### config.mk
export PLATFORM = sky130hd
export DESIGN_NAME = dispatch
export DESIGN_NICKNAME = d
export VERILOG_FILES = /design/src/hdl/dispatchPkg.sv /design/src/hdl/packetPkg.sv /design/src/hdl/branchMaskUpdate.sv /design/src/hdl/dispatch.sv /design/src/hdl/packetSplit.sv /design/src/hdl/spaceCheck.sv
export SDC_FILE = /design/constraint.sdc
export NUM_CORES = 1
export LEC_CHECK = 0
export BUFFER_PORTS_ARGS = -buffer_cell sky130_fd_sc_hd__buf_2
export CELL_PAD_IN_SITES_DETAIL_PLACEMENT = 1
export CELL_PAD_IN_SITES_GLOBAL_PLACEMENT = 2
export CORE_AREA = 2 2 450 452
export DETAILED_ROUTE_END_ITERATION = 7
export DIE_AREA = 0 0 452 454
export PLACE_DENSITY_LB_ADDON = 0.1
export SYNTH_ARGS = -nofsm -noshare
export SYNTH_HDL_FRONTEND = slang
export SYNTH_HIERARCHICAL = 1
export SYNTH_SLANG_ARGS = --single-unit
export TNS_END_PERCENT = 5
### constraint.sdc
create_clock -name vclk -period 7.9
set_clock_uncertainty 0.05 [all_clocks]
set_input_delay 1.185 -clock vclk [all_inputs]
set_output_delay 1.185 -clock vclk [all_outputs]
set_load 0.03 [all_outputs]
### src/hdl/dispatchPkg.sv
/* Machine sizing for the four-wide dispatch stage.
   Register widths, checkpoint count and back-end capacities used by
   every dispatch block and by the packet layouts. */
`default_nettype none

package dispatchPkg;

  // Group shape.
  localparam int DispatchWidth      = 4;    // Lanes dispatched per cycle.

  // Branch checkpoints.
  localparam int Checkpoints        = 8;    // Outstanding branch checkpoints.
  localparam int CheckpointsLog     = 3;    // Checkpoint id width.

  // Register names.
  localparam int PhysRegLog         = 7;    // Physical register tag.
  localparam int LogRegLog          = 5;    // Architectural register number.

  // Instruction fields.
  localparam int PcWidth            = 32;
  localparam int ImmWidth           = 16;
  localparam int OpcodeWidth        = 8;

  // Load and store queues share one size.
  localparam int LsqSize            = 32;
  localparam int LsqCntWidth        = 6;    // Holds 0 to LsqSize.

  // Issue queue.
  localparam int IssueQueueSize     = 32;
  localparam int IssueQueueCntWidth = 6;

  // Active list holds one entry per in-flight instruction.
  localparam int ActiveListSize     = 128;
  localparam int ActiveListCntWidth = 8;

endpackage

`default_nettype wire

### src/hdl/packetPkg.sv
/* Packet layouts exchanged between rename, dispatch and the back end.
   Field order inside each struct is the bit order on the wires, MSB first. */
`default_nettype none

package packetPkg;

  import dispatchPkg::*;

  typedef logic [Checkpoints-1:0] branchMask_t;  // One bit per live checkpoint.

  // Renamed instruction as latched after rename.
  typedef struct packed {
    logic [LogRegLog-1:0]      logDest;
    logic                      destValid;
    logic                      isStore;
    logic                      isLoad;
    branchMask_t               branchMask;     // Unresolved branches ahead of it.
    logic [CheckpointsLog-1:0] checkpointId;
    logic [PhysRegLog-1:0]     src1Phys;
    logic                      src1Valid;
    logic [PhysRegLog-1:0]     src2Phys;
    logic                      src2Valid;
    logic [PhysRegLog-1:0]     destPhys;
    logic [PhysRegLog-1:0]     oldDestPhys;    // Freed at commit.
    logic [ImmWidth-1:0]       immediate;
    logic                      immValid;
    logic [OpcodeWidth-1:0]    opcode;
    logic [PcWidth-1:0]        pc;
  } renamedPacket_t;

  // Issue queue entry; the logical destination stays behind.
  typedef struct packed {
    logic                      destValid;
    logic                      isStore;
    logic                      isLoad;
    branchMask_t               branchMask;     // Already cleared of verified branches.
    logic [CheckpointsLog-1:0] checkpointId;
    logic [PhysRegLog-1:0]     src1Phys;
    logic                      src1Valid;
    logic [PhysRegLog-1:0]     src2Phys;
    logic                      src2Valid;
    logic [PhysRegLog-1:0]     destPhys;
    logic [PhysRegLog-1:0]     oldDestPhys;
    logic [ImmWidth-1:0]       immediate;
    logic                      immValid;
    logic [OpcodeWidth-1:0]    opcode;
    logic [PcWidth-1:0]        pc;
  } issuePacket_t;

  // Active list entry holding what commit needs to retire the instruction.
  typedef struct packed {
    logic                      isLoad;
    logic                      isStore;
    logic [PcWidth-1:0]        pc;
    logic [LogRegLog-1:0]      logDest;
    logic [PhysRegLog-1:0]     destPhys;
    logic [PhysRegLog-1:0]     oldDestPhys;
    logic                      destValid;
  } activeListPacket_t;

  // Load-store queue entry.
  typedef struct packed {
    branchMask_t               branchMask;
    logic                      isStore;
    logic                      isLoad;
  } lsqPacket_t;

endpackage

`default_nettype wire

### src/hdl/branchMaskUpdate.sv
/* Drops a correctly resolved branch from the masks of the dispatching group.
   The result feeds the back-end packets and goes back to the rename
   pipeline register so a stalled group stays current. */
`timescale 1ns/1ps
`default_nettype none

module branchMaskUpdate
  import dispatchPkg::*, packetPkg::*;
(
  input  logic                      clk,
  input  logic                      rst_i,
  input  logic                      ctrlVerified_i,                // One-cycle strobe.
  input  logic [CheckpointsLog-1:0] ctrlVerifiedId_i,
  input  branchMask_t               branchMask_i [DispatchWidth],
  output branchMask_t               branchMask_o [DispatchWidth]
);

  branchMask_t clearMask;  // One-hot on the verified checkpoint.

  always_comb
  begin
    clearMask = '0;
    if (ctrlVerified_i)
    begin
      clearMask[ctrlVerifiedId_i] = 1'b1;
    end
  end

  always_comb
  begin
    for (int lane = 0; lane < DispatchWidth; lane++)
    begin
      branchMask_o[lane] = branchMask_i[lane] & ~clearMask;  // Other bits untouched.
    end
  end

  // Every lane must see the resolved branch gone in the same cycle.
  for (genvar g = 0; g < DispatchWidth; g++)
  begin : laneCheck
    verifiedBitClear: assert property (@(posedge clk) disable iff (rst_i)
      ctrlVerified_i |-> !branchMask_o[g][ctrlVerifiedId_i])
      else $error("lane %0d keeps verified checkpoint %0d", g, ctrlVerifiedId_i);
  end

endmodule

`default_nettype wire

### src/hdl/dispatch.sv
/* Dispatch stage of the four-wide core, fully combinational.
   Takes the renamed group, updates branch masks, splits packets for the
   back end and reports whether the group can be written this cycle. */
`timescale 1ns/1ps
`default_nettype none

module dispatch
  import dispatchPkg::*, packetPkg::*;
(
  input  logic                          clk,
  input  logic                          rst_i,
  input  logic                          renameReady_i,       // Rename holds a valid group.
  input  logic                          flagRecoverEX_i,     // Mispredict recovery.
  input  logic                          ctrlVerified_i,
  input  logic [CheckpointsLog-1:0]     ctrlVerifiedId_i,
  input  renamedPacket_t                renamedPacket_i [DispatchWidth],
  input  logic [LsqCntWidth-1:0]        loadQueueCnt_i,
  input  logic [LsqCntWidth-1:0]        storeQueueCnt_i,
  input  logic [IssueQueueCntWidth-1:0] issueQueueCnt_i,
  input  logic [ActiveListCntWidth-1:0] activeListCnt_i,
  output issuePacket_t                  issuePacket_o [DispatchWidth],
  output activeListPacket_t             alPacket_o [DispatchWidth],
  output lsqPacket_t                    lsqPacket_o [DispatchWidth],
  output branchMask_t                   updatedBranchMask_o [DispatchWidth],  // To rename reg.
  output logic                          backEndReady_o,
  output logic                          stallFrontEnd_o
);

  branchMask_t              renamedMask [DispatchWidth];
  logic [DispatchWidth-1:0] laneLoad;
  logic [DispatchWidth-1:0] laneStore;

  for (genvar g = 0; g < DispatchWidth; g++)
  begin : laneFields
    assign renamedMask[g] = renamedPacket_i[g].branchMask;
    assign laneLoad[g]    = renamedPacket_i[g].isLoad;
    assign laneStore[g]   = renamedPacket_i[g].isStore;
  end

  branchMaskUpdate maskUpdate0 (
    .clk              (clk),
    .rst_i            (rst_i),
    .ctrlVerified_i   (ctrlVerified_i),
    .ctrlVerifiedId_i (ctrlVerifiedId_i),
    .branchMask_i     (renamedMask),
    .branchMask_o     (updatedBranchMask_o)
  );

  spaceCheck spaceCheck0 (
    .clk              (clk),
    .rst_i            (rst_i),
    .isLoad_i         (laneLoad),
    .isStore_i        (laneStore),
    .loadQueueCnt_i   (loadQueueCnt_i),
    .storeQueueCnt_i  (storeQueueCnt_i),
    .issueQueueCnt_i  (issueQueueCnt_i),
    .activeListCnt_i  (activeListCnt_i),
    .renameReady_i    (renameReady_i),
    .flagRecoverEX_i  (flagRecoverEX_i),
    .backEndReady_o   (backEndReady_o),
    .stallFrontEnd_o  (stallFrontEnd_o)
  );

  // Packets carry the mask with this cycle's verified branch removed.
  packetSplit packetSplit0 (
    .renamedPacket_i  (renamedPacket_i),
    .branchMask_i     (updatedBranchMask_o),
    .issuePacket_o    (issuePacket_o),
    .alPacket_o       (alPacket_o),
    .lsqPacket_o      (lsqPacket_o)
  );

endmodule

`default_nettype wire

### src/hdl/packetSplit.sv
/* Cuts each renamed instruction into its issue queue, active list and
   load-store queue entries. The updated branch mask replaces the renamed
   one in the issue and LSQ entries. */
`timescale 1ns/1ps
`default_nettype none

module packetSplit
  import dispatchPkg::*, packetPkg::*;
(
  input  renamedPacket_t    renamedPacket_i [DispatchWidth],
  input  branchMask_t       branchMask_i [DispatchWidth],     // After verify clearing.
  output issuePacket_t      issuePacket_o [DispatchWidth],
  output activeListPacket_t alPacket_o [DispatchWidth],
  output lsqPacket_t        lsqPacket_o [DispatchWidth]
);

  // Issue queue gets everything except the logical destination.
  always_comb
  begin
    for (int lane = 0; lane < DispatchWidth; lane++)
    begin
      issuePacket_o[lane].destValid    = renamedPacket_i[lane].destValid;
      issuePacket_o[lane].isStore      = renamedPacket_i[lane].isStore;
      issuePacket_o[lane].isLoad       = renamedPacket_i[lane].isLoad;
      issuePacket_o[lane].branchMask   = branchMask_i[lane];
      issuePacket_o[lane].checkpointId = renamedPacket_i[lane].checkpointId;
      issuePacket_o[lane].src1Phys     = renamedPacket_i[lane].src1Phys;
      issuePacket_o[lane].src1Valid    = renamedPacket_i[lane].src1Valid;
      issuePacket_o[lane].src2Phys     = renamedPacket_i[lane].src2Phys;
      issuePacket_o[lane].src2Valid    = renamedPacket_i[lane].src2Valid;
      issuePacket_o[lane].destPhys     = renamedPacket_i[lane].destPhys;
      issuePacket_o[lane].oldDestPhys  = renamedPacket_i[lane].oldDestPhys;
      issuePacket_o[lane].immediate    = renamedPacket_i[lane].immediate;
      issuePacket_o[lane].immValid     = renamedPacket_i[lane].immValid;
      issuePacket_o[lane].opcode       = renamedPacket_i[lane].opcode;  // Passed through.
      issuePacket_o[lane].pc           = renamedPacket_i[lane].pc;
    end
  end

  // Commit needs the mapping to restore and the register to free.
  always_comb
  begin
    for (int lane = 0; lane < DispatchWidth; lane++)
    begin
      alPacket_o[lane].isLoad      = renamedPacket_i[lane].isLoad;
      alPacket_o[lane].isStore     = renamedPacket_i[lane].isStore;
      alPacket_o[lane].pc          = renamedPacket_i[lane].pc;
      alPacket_o[lane].logDest     = renamedPacket_i[lane].logDest;
      alPacket_o[lane].destPhys    = renamedPacket_i[lane].destPhys;
      alPacket_o[lane].oldDestPhys = renamedPacket_i[lane].oldDestPhys;
      alPacket_o[lane].destValid   = renamedPacket_i[lane].destValid;
    end
  end

  always_comb
  begin
    for (int lane = 0; lane < DispatchWidth; lane++)
    begin
      lsqPacket_o[lane].branchMask = branchMask_i[lane];  // Own lane's mask.
      lsqPacket_o[lane].isStore    = renamedPacket_i[lane].isStore;
      lsqPacket_o[lane].isLoad     = renamedPacket_i[lane].isLoad;
    end
  end

endmodule

`default_nettype wire

### src/hdl/spaceCheck.sv
/* Decides whether the whole group fits into the back end this cycle.
   Counts loads and stores in the group and checks load queue, store queue,
   issue queue and active list room; the stall covers all four lanes at once. */
`timescale 1ns/1ps
`default_nettype none

module spaceCheck
  import dispatchPkg::*;
(
  input  logic                          clk,
  input  logic                          rst_i,
  input  logic [DispatchWidth-1:0]      isLoad_i,          // Per lane.
  input  logic [DispatchWidth-1:0]      isStore_i,         // Per lane.
  input  logic [LsqCntWidth-1:0]        loadQueueCnt_i,
  input  logic [LsqCntWidth-1:0]        storeQueueCnt_i,
  input  logic [IssueQueueCntWidth-1:0] issueQueueCnt_i,
  input  logic [ActiveListCntWidth-1:0] activeListCnt_i,
  input  logic                          renameReady_i,
  input  logic                          flagRecoverEX_i,
  output logic                          backEndReady_o,
  output logic                          stallFrontEnd_o
);

  logic [LsqCntWidth:0]        loadCnt;     // Loads in the group.
  logic [LsqCntWidth:0]        storeCnt;    // Stores in the group.
  logic [LsqCntWidth:0]        loadSum;
  logic [LsqCntWidth:0]        storeSum;
  logic [IssueQueueCntWidth:0] issueSum;
  logic [ActiveListCntWidth:0] activeSum;
  logic                        loadFull;
  logic                        storeFull;
  logic                        issueFull;
  logic                        activeFull;

  always_comb
  begin
    loadCnt  = '0;
    storeCnt = '0;
    for (int lane = 0; lane < DispatchWidth; lane++)
    begin
      loadCnt  = loadCnt + (LsqCntWidth + 1)'(isLoad_i[lane]);
      storeCnt = storeCnt + (LsqCntWidth + 1)'(isStore_i[lane]);
    end
  end

  // Sums carry one extra bit so a full queue plus the group cannot wrap.
  assign loadSum   = {1'b0, loadQueueCnt_i} + loadCnt;
  assign storeSum  = {1'b0, storeQueueCnt_i} + storeCnt;
  assign issueSum  = {1'b0, issueQueueCnt_i}
                   + (IssueQueueCntWidth + 1)'(DispatchWidth);  // Every lane takes a slot.
  assign activeSum = {1'b0, activeListCnt_i}
                   + (ActiveListCntWidth + 1)'(DispatchWidth);

  assign loadFull   = loadSum > (LsqCntWidth + 1)'(LsqSize);
  assign storeFull  = storeSum > (LsqCntWidth + 1)'(LsqSize);
  assign issueFull  = issueSum > (IssueQueueCntWidth + 1)'(IssueQueueSize);
  assign activeFull = activeSum > (ActiveListCntWidth + 1)'(ActiveListSize);

  assign stallFrontEnd_o = loadFull | storeFull | issueFull | activeFull;

  // Rename must have a group and no recovery may be under way.
  assign backEndReady_o = ~stallFrontEnd_o & renameReady_i & ~flagRecoverEX_i;

  // A stalled group must never be written into the back end.
  noWriteOnStall: assert property (@(posedge clk) disable iff (rst_i)
    stallFrontEnd_o |-> !backEndReady_o)
    else $error("back end accepts a group while the front end is stalled");

  // Instructions behind a mispredict are squashed, not dispatched.
  noWriteInRecovery: assert property (@(posedge clk) disable iff (rst_i)
    flagRecoverEX_i |-> !backEndReady_o)
    else $error("back end accepts a group during branch recovery");

endmodule

`default_nettype wire

Yosys cells after proc, flatten, opt, wreduce, memory -nomap -nowiden
Cells that the tools add are included.
- flip-flop bits (word level): 0
- latch bits: 0
- memory bits (writable): 0
- ROM bits: 0
- bits of input ports: 458
- output and inout port bits: 694
- word-level logic and storage cells: 32
- memories: 0
- add/subtract/negate cells: 10
- $mul: 0
- divide/modulo/power cells: 0
- order comparisons: 6
- eq/ne operators: 0
- shifts and indexed selects: 0
- multiplexer cells: 3
- bitwise gates (word level): 12
- reduce and logical (&&, ||, !) cells: 1
- operator list (kind ; count):
    8-bit AND ; 4
    7-bit by 1-bit adder with 7-bit output ; 4
    7-bit by 6-bit greater-than comparator with 1-bit output (second input constant) ; 3
    6-bit by 7-bit adder with 7-bit output ; 2
    8-bit by 3-bit adder with 9-bit output (second input constant) ; 1
    9-bit by 8-bit greater-than comparator with 1-bit output (second input constant) ; 1
    8-bit two-way mux ; 1
    8-bit inverter ; 1
    6-bit by 3-bit adder with 7-bit output (second input constant) ; 1
    1-bit by 1-bit adder with 2-bit output ; 2
    3-bit by 4-bit < comparator with 1-bit output (second input constant) ; 1
    1-bit demux with 3-bit select ; 1
    3-bit by 1-bit >= comparator with 1-bit output (second input constant) ; 1
    1-bit OR ; 3
    1-bit AND ; 2
    1-bit inverter ; 2
    1-bit logical AND ; 1
    1-bit two-way mux ; 1

Depth between registers and ports, before layout
- depth after elaboration: 11
- mapped depth: 9
- depth with buffers taken out: 9

Cells and area by module
Netlist, hierarchy kept.
- by module, submodules not included (module ; instances ; cells an instance ; area each (µm²) ; seq. area each (µm²)):
    packetSplit ; 1 ; 660 ; 4954.8 ; 0.0
    spaceCheck ; 1 ; 54 ; 461.7 ; 0.0
    branchMaskUpdate ; 1 ; 40 ; 335.3 ; 0.0

Worst setup path after synthesis
Ideal clock, no wire load.
- path type: input-to-output
- start: in renamedPacket_i[417] (netlist name)
- end: out backEndReady_o
- arrival: 3745 ps
- required time: 6665 ps
- setup slack: 2920 ps
- stages: 9
- buffers on the path: 0
- path through: fa_1 -> ha_1 -> ha_1 -> fa_1 -> and2_1 -> o21a_1 -> a2111oi_0 -> nor4b_2 -> and3_1
- longest elaborated chain between the ends: 11
- ends and longest elaborated chain (item ; RTL line ; text):
    start, declared ; dispatch.sv:16 ; input renamedPacket_t renamedPacket_i [DispatchWidth],
    1-bit by 1-bit adder with 2-bit output ; spaceCheck.sv:42 ; storeCnt = storeCnt + (LsqCntWidth + 1)'(isStore_i[lane]);
    7-bit by 1-bit adder with 7-bit output (2 in a row) ; spaceCheck.sv:42 ;
    6-bit by 7-bit adder with 7-bit output ; spaceCheck.sv:48 ; assign storeSum = {1'b0, storeQueueCnt_i} + storeCnt;
    7-bit by 6-bit greater-than comparator with 1-bit output ; spaceCheck.sv:55 ; assign storeFull = storeSum > (LsqCntWidth + 1)'(LsqSize);
    1-bit OR (3 in a row) ; spaceCheck.sv:59 ; assign stallFrontEnd_o = loadFull | storeFull | issueFull | activeFull;
    1-bit inverter ; spaceCheck.sv:62 ; assign backEndReady_o = ~stallFrontEnd_o & renameReady_i & ~flagRecoverEX_i;
    1-bit AND (2 in a row) ; spaceCheck.sv:62 ;
    end, declared ; dispatch.sv:25 ; output logic backEndReady_o,
No other way between the ends.

Worst setup path after layout
Ends and elaborated chain as after synthesis.

==> impl_metrics.ini <==
[cells_and_area]
area_growth_pct = -11.0
seq_cells = 0
final_layout_size_suffix_gt1_share_pct = 74.0
seq_area_um2 = 0
design_area_um2 = 5120
n_clock_buffer = 0
fin_nets = 759

[clock_network]
cts_resized = 0
ctsHoldBuffers = 0
post-cts-setup-buffers = 0

[die]
core.rowCount = 165
dieWidth_um = 452
die-area_um2 = 205000
start_util_pct = 2.86
fp.coreArea_um2 = 201000
die_h_um = 454
num_io_pins = 1152

[synth]
synth.yosys.seq_area_share_pct = 0
postSynthAreaPerCell_um2 = 7.63
ys_warn_count = 6
syn_inst = 754
syn_nets = 1223
synth_area_um2 = 5750
ys_types = 34

[sta]
fin_crit_ns = 5.56
slew_violations = 0
tns_ns = 0
rsz0062_at_grt = no
hold_viol_final = 0
worstMarginPinSlew_ns = 0.693
setup_viol = 0
fin_crit_sh_pct = 70.4
max_slew_margin_pct = 53.3
max_freq_mhz = 180

[route]
dr.pass1.iters = 4
ant_nets = 0
wl_per_cell_um = 13.2
drt_iter0_drc = 84
vias = 2458
wl_um = 39200
remaining_drc_errors = 0
via_per_inst = 0.829

[setup_path]
arrival_ns = 4.33
cp-start-kind = input port
crit_type = input port to output pin
required_ns = 6.66
worstPathMaxFanout = 4
crit_path_end_kind = output pin

[placement]
dp_hpwl_um = 36800
place.gp.congestion = 0.587
io_buffers = 194
place_area_um2 = 5110

[hold_path]
hold_path.class = input port to output pin

[global_routing]
antenna_found_initial = 12
grt_pass1_wl_um = 44200
grt_pass1_vias = 2609
grt_remaining_overflow = 0
grt_max_degree = 9
grt_usage_pct = 3.52

[run_status]
outcome = finished, final reports clean

[flow_run]
maxCapViolCount = 0
logic make-up (layout without fill, tap and decap cells):
| logic type | Yosys count | in the layout | share of synthesized area, % |
|---|---|---|---|
| simple gates | 61 | 61 | 8.14 |
| other cells | 0 | 4 | 0 |
| xor+xnor | 1 | 1 | 0.152 |
| fa+ha+maj | 11 | 11 | 3.05 |
| compound gates | 18 | 18 | 2.22 |
| buf+inv | 662 | 196 | 86.3 |
| mux | 1 | 1 | 0.174 |
synth_stat cells:
cell type  number  area (µm²)
o21ai_0         6        30.0
nor2b_2        12         105
a2111oi_0       2        17.5
and2_1         17         106
and3_1          1        6.26
nor4b_4         1        23.8
o2111ai_1       1        8.76
buf_4         660        4950
nand2b_1        2        12.5
nor2_1          3        11.3
a21oi_1         1        5.00
fa_1            5         100
or2b_1          1        7.51
nor4_1          1        6.26
nand4b_1        3        26.3
and2b_1         1        7.51
mux2i_1         1        10.0
o21a_1          1        7.51
nand4_1         4        25.0
nand2_1         3        11.3
or3_1           1        6.26
a21o_1          3        22.5
and4bb_4        3        48.8
and2_2          1        7.51
a311oi_2        1        15.0
nor4b_2         1        15.0
inv_1           2        7.51
a211oi_1        2        15.0
ha_1            6        75.1
xnor2_1         1        8.76
nor3_1          1        5.00
nor2b_1         4        25.0
nand4bb_1       1        11.3
a31oi_1         1        6.26
layout by cell type (no fill, tap or decap), types with 2 or more instances in the layout:
master     instances
o21ai_0            6
and2_1            17
inv_1              2
buf_2            194
nor2b_2           12
nor2b_1            4
nand2b_1           2
fa_1               5
diode_2            4
nor2_1             3
a211oi_1           2
ha_1               6
nand2_1            3
nand4b_1           3
a21o_1             3
nand4_1            4
and4bb_4           3
a2111oi_0          2
final timing paths:
path	start	to	slack, ns	cells after the start
setup / recovery	renamedPacket_i[417]	backEndReady_o	2.34	11
hold / removal	renamedPacket_i[149]	issuePacket_o[144]	2.32	0
worst max-delay path, cell delays in order:
cell and delay (ns):
buf_2 0.13, fa_1 0.49, ha_1 0.21, ha_1 0.31, fa_1 0.44, and2_1 0.20
o21a_1 0.19, a2111oi_0 0.39, nor4b_2 0.30, and3_1 0.22, buf_2 0.25
final cells by class:
type / count / area, µm²
diodes: 4 / 10.0
fillers: 24096 / 196000
well taps: 2672 / 3340
multi-input cells: 92 / 790
inverters: 2 / 7.51
repair buffers: 194 / 971
metrics by stage:
step | hold slack (ns) | util [%] | cells | setup WS (ns)
2_1_floorplan | 2.45 | - | 754 | 2.92
6_report | 2.32 | 2.55 | 2964 | 2.34
5_1_grt | 2.32 | 2.55 | 2961 | 2.07
3_3_place_gp | 2.32 | 2.54 | 2960 | 2.30
4_1_cts | 2.32 | 2.54 | 2960 | 2.24
3_5_place_dp | 2.32 | 2.54 | 2960 | 2.30
routing by layer:
layer / vias up / global-route usage [%] / wire (µm)
met5: - / 0.700 / 226
met4: 8 / 1.18 / 1430
met3: 158 / 3.91 / 9180
met2: 513 / 5.13 / 16600
met1: 1031 / 3.08 / 11800
li1: 748 / - / -
